[src/source/core_prof_params.svh]
// core profiler parameters
`ifndef CORE_PROF_PARAMS_SVH
`define CORE_PROF_PARAMS_SVH

// counter and event sizing
`define PROF_CTR_WIDTH   32
`define PROF_NUM_EVENTS  17
`define PROF_TAG_WIDTH   8

// rv32 major opcodes, bits [6:0] of the instruction word
`define RV32_OP_LOAD     7'b0000011
`define RV32_OP_STORE    7'b0100011
`define RV32_OP_BRANCH   7'b1100011
`define RV32_OP_JAL      7'b1101111
`define RV32_OP_JALR     7'b1100111
`define RV32_OP_REG      7'b0110011
`define RV32_OP_IMM      7'b0010011
`define RV32_OP_LUI      7'b0110111
`define RV32_OP_AUIPC    7'b0010111
`define RV32_OP_FENCE    7'b0001111

`define RV32_FUNCT7_MULDIV 7'b0000001 // m extension on OP

`endif

[src/source/core_prof_pkg.sv]
// core profiler types
`include "core_prof_params.svh"

package core_prof_pkg;

  // event index, also the counter number
  typedef enum logic [4:0] {
    ev_cycle            = 5'd0,
    ev_instr            = 5'd1,
    ev_load             = 5'd2,
    ev_store            = 5'd3,
    ev_branch           = 5'd4,
    ev_branch_miss      = 5'd5,
    ev_jal              = 5'd6,
    ev_jalr             = 5'd7,
    ev_jalr_miss        = 5'd8,
    ev_alu              = 5'd9,
    ev_muldiv           = 5'd10,
    ev_fence            = 5'd11,
    ev_stall_depend     = 5'd12,
    ev_stall_fp         = 5'd13,
    ev_stall_ifetch     = 5'd14,
    ev_stall_md         = 5'd15,
    ev_stall_remote_req = 5'd16
  } prof_event_e;

  // one bit per event
  typedef logic [`PROF_NUM_EVENTS-1:0] event_vec_t;

  // raw instruction in execute
  typedef logic [31:0] instr_t;

  // print tag, carried through with the snapshot
  typedef logic [`PROF_TAG_WIDTH-1:0] tag_t;

endpackage

[src/source/core_prof_event_classify.sv]
// execute stage event classifier
`include "core_prof_params.svh"

module core_prof_event_classify
  import core_prof_pkg::*;
  (
    input  logic       clk_i,
    input  logic       reset_i,

    input  logic       exe_valid_i,
    input  logic       stall_i,
    input  instr_t     exe_instr_i,

    input  logic       branch_mispredict_i,
    input  logic       jalr_mispredict_i,

    input  logic       stall_depend_i,
    input  logic       stall_fp_i,
    input  logic       stall_ifetch_wait_i,
    input  logic       stall_md_i,
    input  logic       stall_remote_req_i,

    output event_vec_t event_o
  );

  logic [6:0] opcode;
  logic [6:0] funct7;
  logic       retire;

  logic       is_branch;
  logic       is_jalr;

  event_vec_t event_n;
  event_vec_t event_r;

  assign opcode = exe_instr_i[6:0];
  assign funct7 = exe_instr_i[31:25];

  // a zero word is a bubble
  assign retire = exe_valid_i & ~stall_i & (exe_instr_i != '0);

  assign is_branch = (opcode == `RV32_OP_BRANCH);
  assign is_jalr   = (opcode == `RV32_OP_JALR);

  always_comb begin
    event_n = '0;

    // instruction classes, exactly one per retire
    if (retire) begin
      event_n[ev_instr] = 1'b1;
      case (opcode)
        `RV32_OP_LOAD:   event_n[ev_load]   = 1'b1;
        `RV32_OP_STORE:  event_n[ev_store]  = 1'b1;
        `RV32_OP_BRANCH: event_n[ev_branch] = 1'b1;
        `RV32_OP_JAL:    event_n[ev_jal]    = 1'b1;
        `RV32_OP_JALR:   event_n[ev_jalr]   = 1'b1;
        `RV32_OP_IMM,
        `RV32_OP_LUI,
        `RV32_OP_AUIPC:  event_n[ev_alu]    = 1'b1;
        `RV32_OP_REG: begin
          if (funct7 == `RV32_FUNCT7_MULDIV) begin
            event_n[ev_muldiv] = 1'b1;
          end else begin
            event_n[ev_alu] = 1'b1;
          end
        end
        `RV32_OP_FENCE:  event_n[ev_fence]  = 1'b1;
        default: ; // unknown opcode, instr only
      endcase
    end

    // mispredicts only on a retiring instr of the matching kind
    event_n[ev_branch_miss] = retire & is_branch & branch_mispredict_i;
    event_n[ev_jalr_miss]   = retire & is_jalr & jalr_mispredict_i;

    // fp stall takes the blame when both are up
    event_n[ev_stall_depend]     = stall_depend_i & ~stall_fp_i;
    event_n[ev_stall_fp]         = stall_fp_i;
    event_n[ev_stall_ifetch]     = stall_ifetch_wait_i;
    event_n[ev_stall_md]         = stall_md_i;
    event_n[ev_stall_remote_req] = stall_remote_req_i;
  end

  always_ff @(posedge clk_i) begin
    if (reset_i) begin
      event_r <= '0;
    end else begin
      event_r           <= event_n;
      event_r[ev_cycle] <= 1'b1; // every cycle out of reset
    end
  end

  assign event_o = event_r;

endmodule

[src/source/core_prof_sat_counter.sv]
// saturating event counter
`include "core_prof_params.svh"

module core_prof_sat_counter
  #(
    parameter int ctr_width_p = `PROF_CTR_WIDTH
  )
  (
    input  logic                   clk_i,
    input  logic                   reset_i,

    input  logic                   clear_i,
    input  logic                   inc_i,

    output logic [ctr_width_p-1:0] count_o
  );

  logic [ctr_width_p-1:0] count_r;
  logic                   at_max;

  assign at_max = &count_r;

  always_ff @(posedge clk_i) begin
    if (reset_i) begin
      count_r <= '0;
    end else if (clear_i) begin
      count_r <= '0; // clear wins over a pending increment
    end else if (inc_i && !at_max) begin
      count_r <= count_r + 1'b1;
    end
  end

  assign count_o = count_r;

endmodule

[src/source/core_prof_snapshot.sv]
// counter snapshot and readout
`include "core_prof_params.svh"

module core_prof_snapshot
  import core_prof_pkg::*;
  #(
    parameter int ctr_width_p = `PROF_CTR_WIDTH
  )
  (
    input  logic                                        clk_i,
    input  logic                                        reset_i,

    input  logic [`PROF_NUM_EVENTS-1:0][ctr_width_p-1:0] counts_i,

    input  logic                                        print_v_i,
    input  tag_t                                        print_tag_i,

    input  prof_event_e                                 sel_i,

    output logic                                        stat_v_o,
    output tag_t                                        stat_tag_o,
    output logic [ctr_width_p-1:0]                      stat_count_o
  );

  logic [`PROF_NUM_EVENTS-1:0][ctr_width_p-1:0] snap_r;
  tag_t                                         tag_r;
  logic                                         stat_v_r;
  logic                                         sel_in_range;

  // frozen copy, taken from the values held before the print edge
  always_ff @(posedge clk_i) begin
    if (reset_i) begin
      snap_r <= '0;
      tag_r  <= '0;
    end else if (print_v_i) begin
      snap_r <= counts_i;
      tag_r  <= print_tag_i;
    end
  end

  // one cycle valid pulse after each print
  always_ff @(posedge clk_i) begin
    if (reset_i) begin
      stat_v_r <= 1'b0;
    end else begin
      stat_v_r <= print_v_i;
    end
  end

  // 5-bit select can name more slots than there are counters
  assign sel_in_range = (int'(sel_i) < `PROF_NUM_EVENTS);

  assign stat_count_o = sel_in_range ? snap_r[sel_i] : '0;
  assign stat_tag_o   = tag_r;
  assign stat_v_o     = stat_v_r;

endmodule

[src/source/core_prof_top.sv]
// core event profiler
`include "core_prof_params.svh"

module core_prof_top
  import core_prof_pkg::*;
  #(
    parameter int ctr_width_p = `PROF_CTR_WIDTH
  )
  (
    input  logic                   clk_i,
    input  logic                   reset_i,

    // execute stage
    input  logic                   exe_valid_i,
    input  logic                   stall_i,
    input  instr_t                 exe_instr_i,

    input  logic                   branch_mispredict_i,
    input  logic                   jalr_mispredict_i,

    // stall cause levels
    input  logic                   stall_depend_i,
    input  logic                   stall_fp_i,
    input  logic                   stall_ifetch_wait_i,
    input  logic                   stall_md_i,
    input  logic                   stall_remote_req_i,

    // control strobes
    input  logic                   clear_stats_i,
    input  logic                   print_stat_v_i,
    input  tag_t                   print_stat_tag_i,

    // readout
    input  prof_event_e            stat_sel_i,
    output logic                   stat_v_o,
    output tag_t                   stat_tag_o,
    output logic [ctr_width_p-1:0] stat_count_o
  );

  event_vec_t                                   event_r;
  logic [`PROF_NUM_EVENTS-1:0][ctr_width_p-1:0] counts;

  core_prof_event_classify u_classify (
    .clk_i               (clk_i),
    .reset_i             (reset_i),
    .exe_valid_i         (exe_valid_i),
    .stall_i             (stall_i),
    .exe_instr_i         (exe_instr_i),
    .branch_mispredict_i (branch_mispredict_i),
    .jalr_mispredict_i   (jalr_mispredict_i),
    .stall_depend_i      (stall_depend_i),
    .stall_fp_i          (stall_fp_i),
    .stall_ifetch_wait_i (stall_ifetch_wait_i),
    .stall_md_i          (stall_md_i),
    .stall_remote_req_i  (stall_remote_req_i),
    .event_o             (event_r)
  );

  // one counter per event bit
  for (genvar i = 0; i < `PROF_NUM_EVENTS; i++) begin : g_ctr
    core_prof_sat_counter #(
      .ctr_width_p (ctr_width_p)
    ) u_ctr (
      .clk_i   (clk_i),
      .reset_i (reset_i),
      .clear_i (clear_stats_i),
      .inc_i   (event_r[i]),
      .count_o (counts[i])
    );
  end

  core_prof_snapshot #(
    .ctr_width_p (ctr_width_p)
  ) u_snapshot (
    .clk_i        (clk_i),
    .reset_i      (reset_i),
    .counts_i     (counts),
    .print_v_i    (print_stat_v_i),
    .print_tag_i  (print_stat_tag_i),
    .sel_i        (stat_sel_i),
    .stat_v_o     (stat_v_o),
    .stat_tag_o   (stat_tag_o),
    .stat_count_o (stat_count_o)
  );

endmodule
[config.mk]
export PLATFORM = sky130hd
export DESIGN_NAME = core_prof_top
export DESIGN_NICKNAME = d
export VERILOG_FILES = /design/src/source/core_prof_pkg.sv /design/src/source/core_prof_event_classify.sv /design/src/source/core_prof_sat_counter.sv /design/src/source/core_prof_snapshot.sv /design/src/source/core_prof_top.sv
export VERILOG_INCLUDE_DIRS = /design/src /design/src/source
export SDC_FILE = /design/constraint.sdc
export NUM_CORES = 2
export LEC_CHECK = 0
export ABC_CLOCK_PERIOD_IN_PS = 2900
export BUFFER_PORTS_ARGS = -buffer_cell sky130_fd_sc_hd__buf_2
export CAP_MARGIN = 15
export CORE_MARGIN = 8
export CORE_UTILIZATION = 40
export CTS_BUF_LIST = sky130_fd_sc_hd__clkbuf_4 sky130_fd_sc_hd__clkbuf_8
export CTS_CLUSTER_SIZE = 28
export DETAILED_ROUTE_END_ITERATION = 16
export GPL_TIMING_DRIVEN = 0
export PLACE_DENSITY = 0.63
export SKIP_LAST_GASP = 1
export SYNTH_ARGS = -nofsm -noshare
export SYNTH_HDL_FRONTEND = slang
export SYNTH_HIERARCHICAL = 1
export SYNTH_SLANG_ARGS = --single-unit
[constraint.sdc]
create_clock -name clk_i -period 2.9 [get_ports clk_i]
set_clock_uncertainty 0.05 [all_clocks]
set_input_delay 0.29 -clock clk_i [delete_from_list [all_inputs] [get_ports clk_i]]
set_output_delay 0.29 -clock clk_i [all_outputs]
set_load 0.03 [all_outputs]
After elaboration in Yosys (flattened, before gate mapping)
Cells that the tools add are included.
{"block": "classes", "n_reduce_logical": 56, "muxes": 14, "eq_ne": 11, "n_bitwise": 11, "order_cmp": 2, "addsub": 17}
{"op": "adder 32 x 1 -> 32 bit (second input constant)", "count": 17}
{"op": "AND reduction 32 bit", "count": 17}
{"op": "binary-select mux 32 bit (select 5 bit)", "count": 1}
{"op": "two-way mux 32 bit", "count": 2}
{"op": "nonzero test 32 bit", "count": 1}
{"op": "equality test 7 x 6 -> 1 bit (second input constant)", "count": 3}
{"op": "equality test 7 bit (second input constant)", "count": 3}
{"op": "logical AND 1 bit", "count": 17}
{"op": "logical NOT 1 bit", "count": 17}
{"op": "equality test 7 x 5 -> 1 bit (second input constant)", "count": 2}
{"op": "two-way mux 1 bit", "count": 10}
{"op": "AND 1 bit", "count": 7}
{"op": "equality test 7 x 1 -> 1 bit (second input constant)", "count": 1}
{"op": "equality test 7 x 2 -> 1 bit (second input constant)", "count": 1}
{"op": "equality test 7 x 4 -> 1 bit (second input constant)", "count": 1}
{"op": "less-than comparator 5 x 6 -> 1 bit (second input constant)", "count": 1}
{"op": "OR reduction 3 bit", "count": 2}
{"op": "less-than comparator 5 bit (second input constant)", "count": 1}
{"op": "NOT 1 bit", "count": 4}
{"op": "OR reduction 2 bit", "count": 2}
{"op": "case mux 1 bit (2 select lines)", "count": 1}
{"block": "word_totals", "inputBits": 58, "register_bits": 1114, "elab_cells": 151}

Longest topological paths before layout
{"block": "depth", "word_depth": 5, "mapped_depth": 8}

Hierarchy
The synthesis kept the hierarchy.
{"module": "core_prof_sat_counter", "cells_each": 202, "instances": 17, "area_each_um2": 1680.4}
{"module": "core_prof_snapshot", "cells_each": 2201, "instances": 1, "area_each_um2": 23782.8}
{"module": "core_prof_event_classify", "cells_each": 59, "instances": 1, "area_each_um2": 625.6}

Least setup slack after synthesis
OpenSTA, ideal clock, no wires.
{"block": "synth_timing", "path_type": "input to output", "start": "in stat_sel_i[0]", "end": "out stat_count_o[22]", "arrival_time_ps": 1560, "path_stages": 7, "path_slack_ps": 1000, "path_cell_list": "buf_6 -> buf_12 -> buf_12 -> buf_6 -> mux4_2 -> mux2i_1 -> o21ai_1"}
{"block": "synth_between", "elab_chain_len": 3, "elab_cells_between_ends": 4}
{"item": "start: declaration", "line": "core_prof_top.sv:34", "rtl": "input prof_event_e stat_sel_i,"}
{"item": "binary-select mux 32 bit (select 5 bit)", "line": "core_prof_snapshot.sv:53", "rtl": "assign stat_count_o = sel_in_range ? snap_r[sel_i] : '0;"}
{"item": "two-way mux 32 bit (implied by the code)", "line": "core_prof_snapshot.sv:53"}
{"item": "two-way mux 32 bit (*)", "line": "core_prof_snapshot.sv:53"}
{"item": "end: declaration", "line": "core_prof_top.sv:37", "rtl": "output logic [ctr_width_p-1:0] stat_count_o"}
Mark *: on every way between the ends. The rest lies on a longest branch, timed or not. The select of a mux whose other input is x is not followed.

Final worst setup path
{"block": "layout_timing", "start": "reg u_snapshot/snap_r[396] (netlist name)", "end": "out stat_count_o[12]"}
{"block": "layout_between", "elab_chain_len": 3}
{"item": "start: declaration", "line": "core_prof_snapshot.sv:25", "rtl": "logic [`PROF_NUM_EVENTS-1:0][ctr_width_p-1:0] snap_r;"}
{"item": "start signal: assignment", "line": "core_prof_snapshot.sv:36", "rtl": "snap_r <= counts_i;"}
{"item": "binary-select mux 32 bit (select 5 bit)", "line": "core_prof_snapshot.sv:53"}
{"item": "two-way mux 32 bit (implied by the code)", "line": "core_prof_snapshot.sv:53"}
{"item": "two-way mux 32 bit", "line": "core_prof_snapshot.sv:53"}
Every way passes these cells. The select of a mux whose other input is x is not followed.

==> flow_metrics.tcl <==
set metrics [dict create \
    power.leakage_nw 22.5 \
    grt.total_usage_pct 22.2 \
    clk_pin_slew_worst_paths_ns 0.06 \
    placedCellCount 7548 \
    clock_path_buffers 3 \
    globalplace.congestion 0.994 \
    syn_area_per_cell_um2 9.30 \
    place_hpwl_mm 126 \
    die_area_um2 144000 \
    multi_input_area_um2 29600 \
    slew_headroom_pct 30.7 \
    vias_per_cell 5.79 \
    yosysTopAreaCell "dfxtp_1" \
    power_mw 32.7 \
    crit_slowest_cell "a32oi_2" \
    ir_worst_vdd_uv 471 \
    utilization_pct 46.8 \
    slew_viol_final 0 \
    synthAdderAreaFrac_pct 0.402 \
    cts_root_buffer "clkbuf_8" \
    yosys_warnings 6 \
    layout.cells.non_filler 7933 \
    endpoint_kind "primary output" \
    antenna_found_initial 9 \
    drcViolationCount 0 \
    routed-via-count 45900 \
    ys_types 62 \
    synth_async_sr_flop_share_pct 0 \
    grt_start_max_net_pins 47 \
    path_max_fanout 2 \
    rrSetupSlack_ns 0.49 \
    drv_cap 0 \
    grt_pass1_vias 42200 \
    cpPeakStageDelay_ns 0.45 \
    synth_top_family_by_area "simple AND/OR/NAND/NOR gates" \
    required_ns 2.56 \
    tritoncts "built" \
    synthesis.area_um2 53000 \
    htreeDepth 4 \
    io_pins 99 \
    synth_area_leaders "dfxtp_1, mux2i_1, nor2_1, a21oi_1, or3_1" \
    cts_num_sinks 1114 \
    hold_class "in2reg" \
    core-area_um2 131000 \
    synth_largest_type_area_fraction_pct 42.1 \
    initial_core_util_pct 40.3 \
    synth_edf_count 0 \
    seqCellArea_um2 22300 \
    synth_ff_type "dfxtp_1" \
    fmax_ghz 0.332 \
    hold_violations 0 \
    syn_to_final_growth_pct 16.2 \
    cts_buffers 188 \
    status "complete, but fails checks" \
    rsz0062_at_grt "yes" \
    first_pass_iters 5 \
    yosys.area_share.simple_pct 23.7 \
    drive_gt1_share_pct 17.7 \
    fin_ws_ns -0.112 \
    powerDensity_nw_per_um2 531 \
    finalCriticalPeriod_ns 3.01 \
    clk-insertion-delay-late_ns 0.91 \
    synth_xor_area_share_pct 0.562 \
    synth-compound-area-share_pct 12.2 \
    fillCellCount 12500 \
    ant_nets 0 \
    rows 133 \
    routedWlPerCell_um 21.4 \
    fin_crit_sh_pct 104 \
    die_w_um 380 \
    violations "setup timing" \
    criticalPathCategory "reg2out" \
    grt_overflow 0 \
    ys_ff_latch 1114 \
    arrival_ns 2.67 \
    worst_slew_pin_slew_ns 1.04 \
    crit_chain "mux2i_2, a22oi_2, a32oi_2, o21ai_1, buf_2" \
    grt_pass1_wl_mm 255 \
    report.final.setup_viol 13 \
    postSynthCellCount 5694 \
    dpl_worst_slack_ns -0.219 \
    synthMuxAreaShare_pct 16.8 \
    drt_iter0_drc 4455 \
    crit_path_start_kind "register" \
    seq_area_frac_synth_pct 42.1 \
    wirelength_mm 170 \
    nets 6096 \
    synth_nets 5769 \
    cts_setup_buffers 0 \
    io_buffer_count 95 \
    die_y_um 380 \
]
-- per-stage QoR --
step / instance area [µm²] / setup TNS, ns / hold WS, ns
2_1_floorplan: 53000 / 0 / 0.297
3_3_place_gp: 55600 / -481.66 / 0.421
3_5_place_dp: 55700 / -16.02 / 0.431
4_1_cts: 61200 / -0.829 / 0.00859
5_1_grt: 61500 / -0.422 / 0.0889
6_report: 61600 / -0.409 / 0.0709
-- cell type report --
cell class,instances,area share [%]
inverters,72,0.439
plain buffers,336,3.20
flip-flops and latches,1114,36.2
repair buffers,137,1.55
multi-input cells,4172,48.1
well taps,1755,3.57
diodes,6,0.0244
clock buffers,305,6.22
clock inverters,36,0.709
-- what timing repair did --
item                                    in CTS  in global routing
pin swaps                                   24                 15
resized for setup                          151                 49
endpoints found under the setup margin      32                 22
hold buffers                                38                  0
endpoints found under the hold margin       36                  0
-- worst paths after layout --
path | cells after the start | endpoint | from
max reg2reg | 6 | g_ctr[16].u_ctr/count_o[26]$_SDFFE_PP0P_ | g_ctr[16].u_ctr/count_o[1]$_SDFFE_PP0P_
max | 5 | stat_count_o[12] | u_snapshot/snap_r[396]$_SDFFE_PP0P_
min reg2reg | 2 | u_snapshot/stat_tag_o[6]$_SDFFE_PP0P_ | u_snapshot/stat_tag_o[6]$_SDFFE_PP0P_
min | 4 | u_snapshot/snap_r[543]$_SDFFE_PP0P_ | print_stat_v_i
-- layer usage --
metal  vias to the layer above  wire length, µm  global-route usage (%)
met5                         -                0                       0
met4                         0             8050                    10.4
met3                       371            12300                    4.64
met2                      1546            72600                    33.2
met1                     22200            76600                    30.7
li1                      21800                -                       -
-- where the power goes --
part	internal, mW	switching [mW]
Clock	9.06	6.63
Combinational	0.558	1.09
Sequential	15.3	0.0209
Total	24.9	7.74
-- Yosys cell counts (35+ instances only) --
cell type / instances
a21oi_1: 425
a22oi_1: 64
and2_1: 53
and3_1: 53
and4_1: 52
buf_2: 103
buf_6: 49
clkbuf_1: 154
dfxtp_1: 1114
inv_1: 72
mux2i_1: 746
mux4_2: 64
nand2_1: 274
nand3_1: 188
nand4_1: 155
nand4_2: 35
nor2_1: 794
nor3_1: 71
o21ai_0: 238
o31ai_1: 102
or3_1: 238
or4_1: 102
-- critical path, delay by kind of cell (launching register included) --
| kind | cells | cell delay [ns] |
|---|---|---|
| compound gates | 3 | 0.88 |
| flops | 1 | 0.34 |
| buf+inv | 1 | 0.26 |
| mux | 1 | 0.27 |
-- cell usage in the layout, fill, tap and decap left out, types with 72 or more instances in the layout --
| cell | count |
|---|---|
| dfxtp_1 | 1114 |
| nor2_1 | 794 |
| mux2i_1 | 687 |
| a21oi_1 | 425 |
| nand2_1 | 274 |
| clkbuf_8 | 246 |
| o21ai_0 | 238 |
| or3_1 | 238 |
| buf_2 | 191 |
| nand3_1 | 188 |
| nand4_1 | 155 |
| clkbuf_1 | 154 |
| o31ai_1 | 102 |
| or4_1 | 102 |
| inv_1 | 72 |
-- registers in the layout (all words and copies together) (netlist names) --
| signal | flops |
|---|---|
| u_snapshot/snap_r | 544 |
| u_classify/event_o | 17 |
| u_snapshot/stat_v_o | 1 |
| g_ctr.u_ctr/count_o | 544 |
| u_snapshot/stat_tag_o | 8 |
-- cell families (layout without fill, tap and decap cells) --
| kind of cell | Yosys count | count (layout) |
|---|---|---|
| other | 0 | 6 |
| multiplexers | 810 | 810 |
| XOR/XNOR | 34 | 34 |
| AND/OR/NAND/NOR | 2246 | 2246 |
| buffers and inverters | 408 | 886 |
| AO/OA/AOI/OAI | 1065 | 1065 |
| adder cells (fa/ha/maj) | 17 | 17 |
| flip-flops | 1114 | 1114 |
No activity file was read; power rests on OpenSTA's default activity.
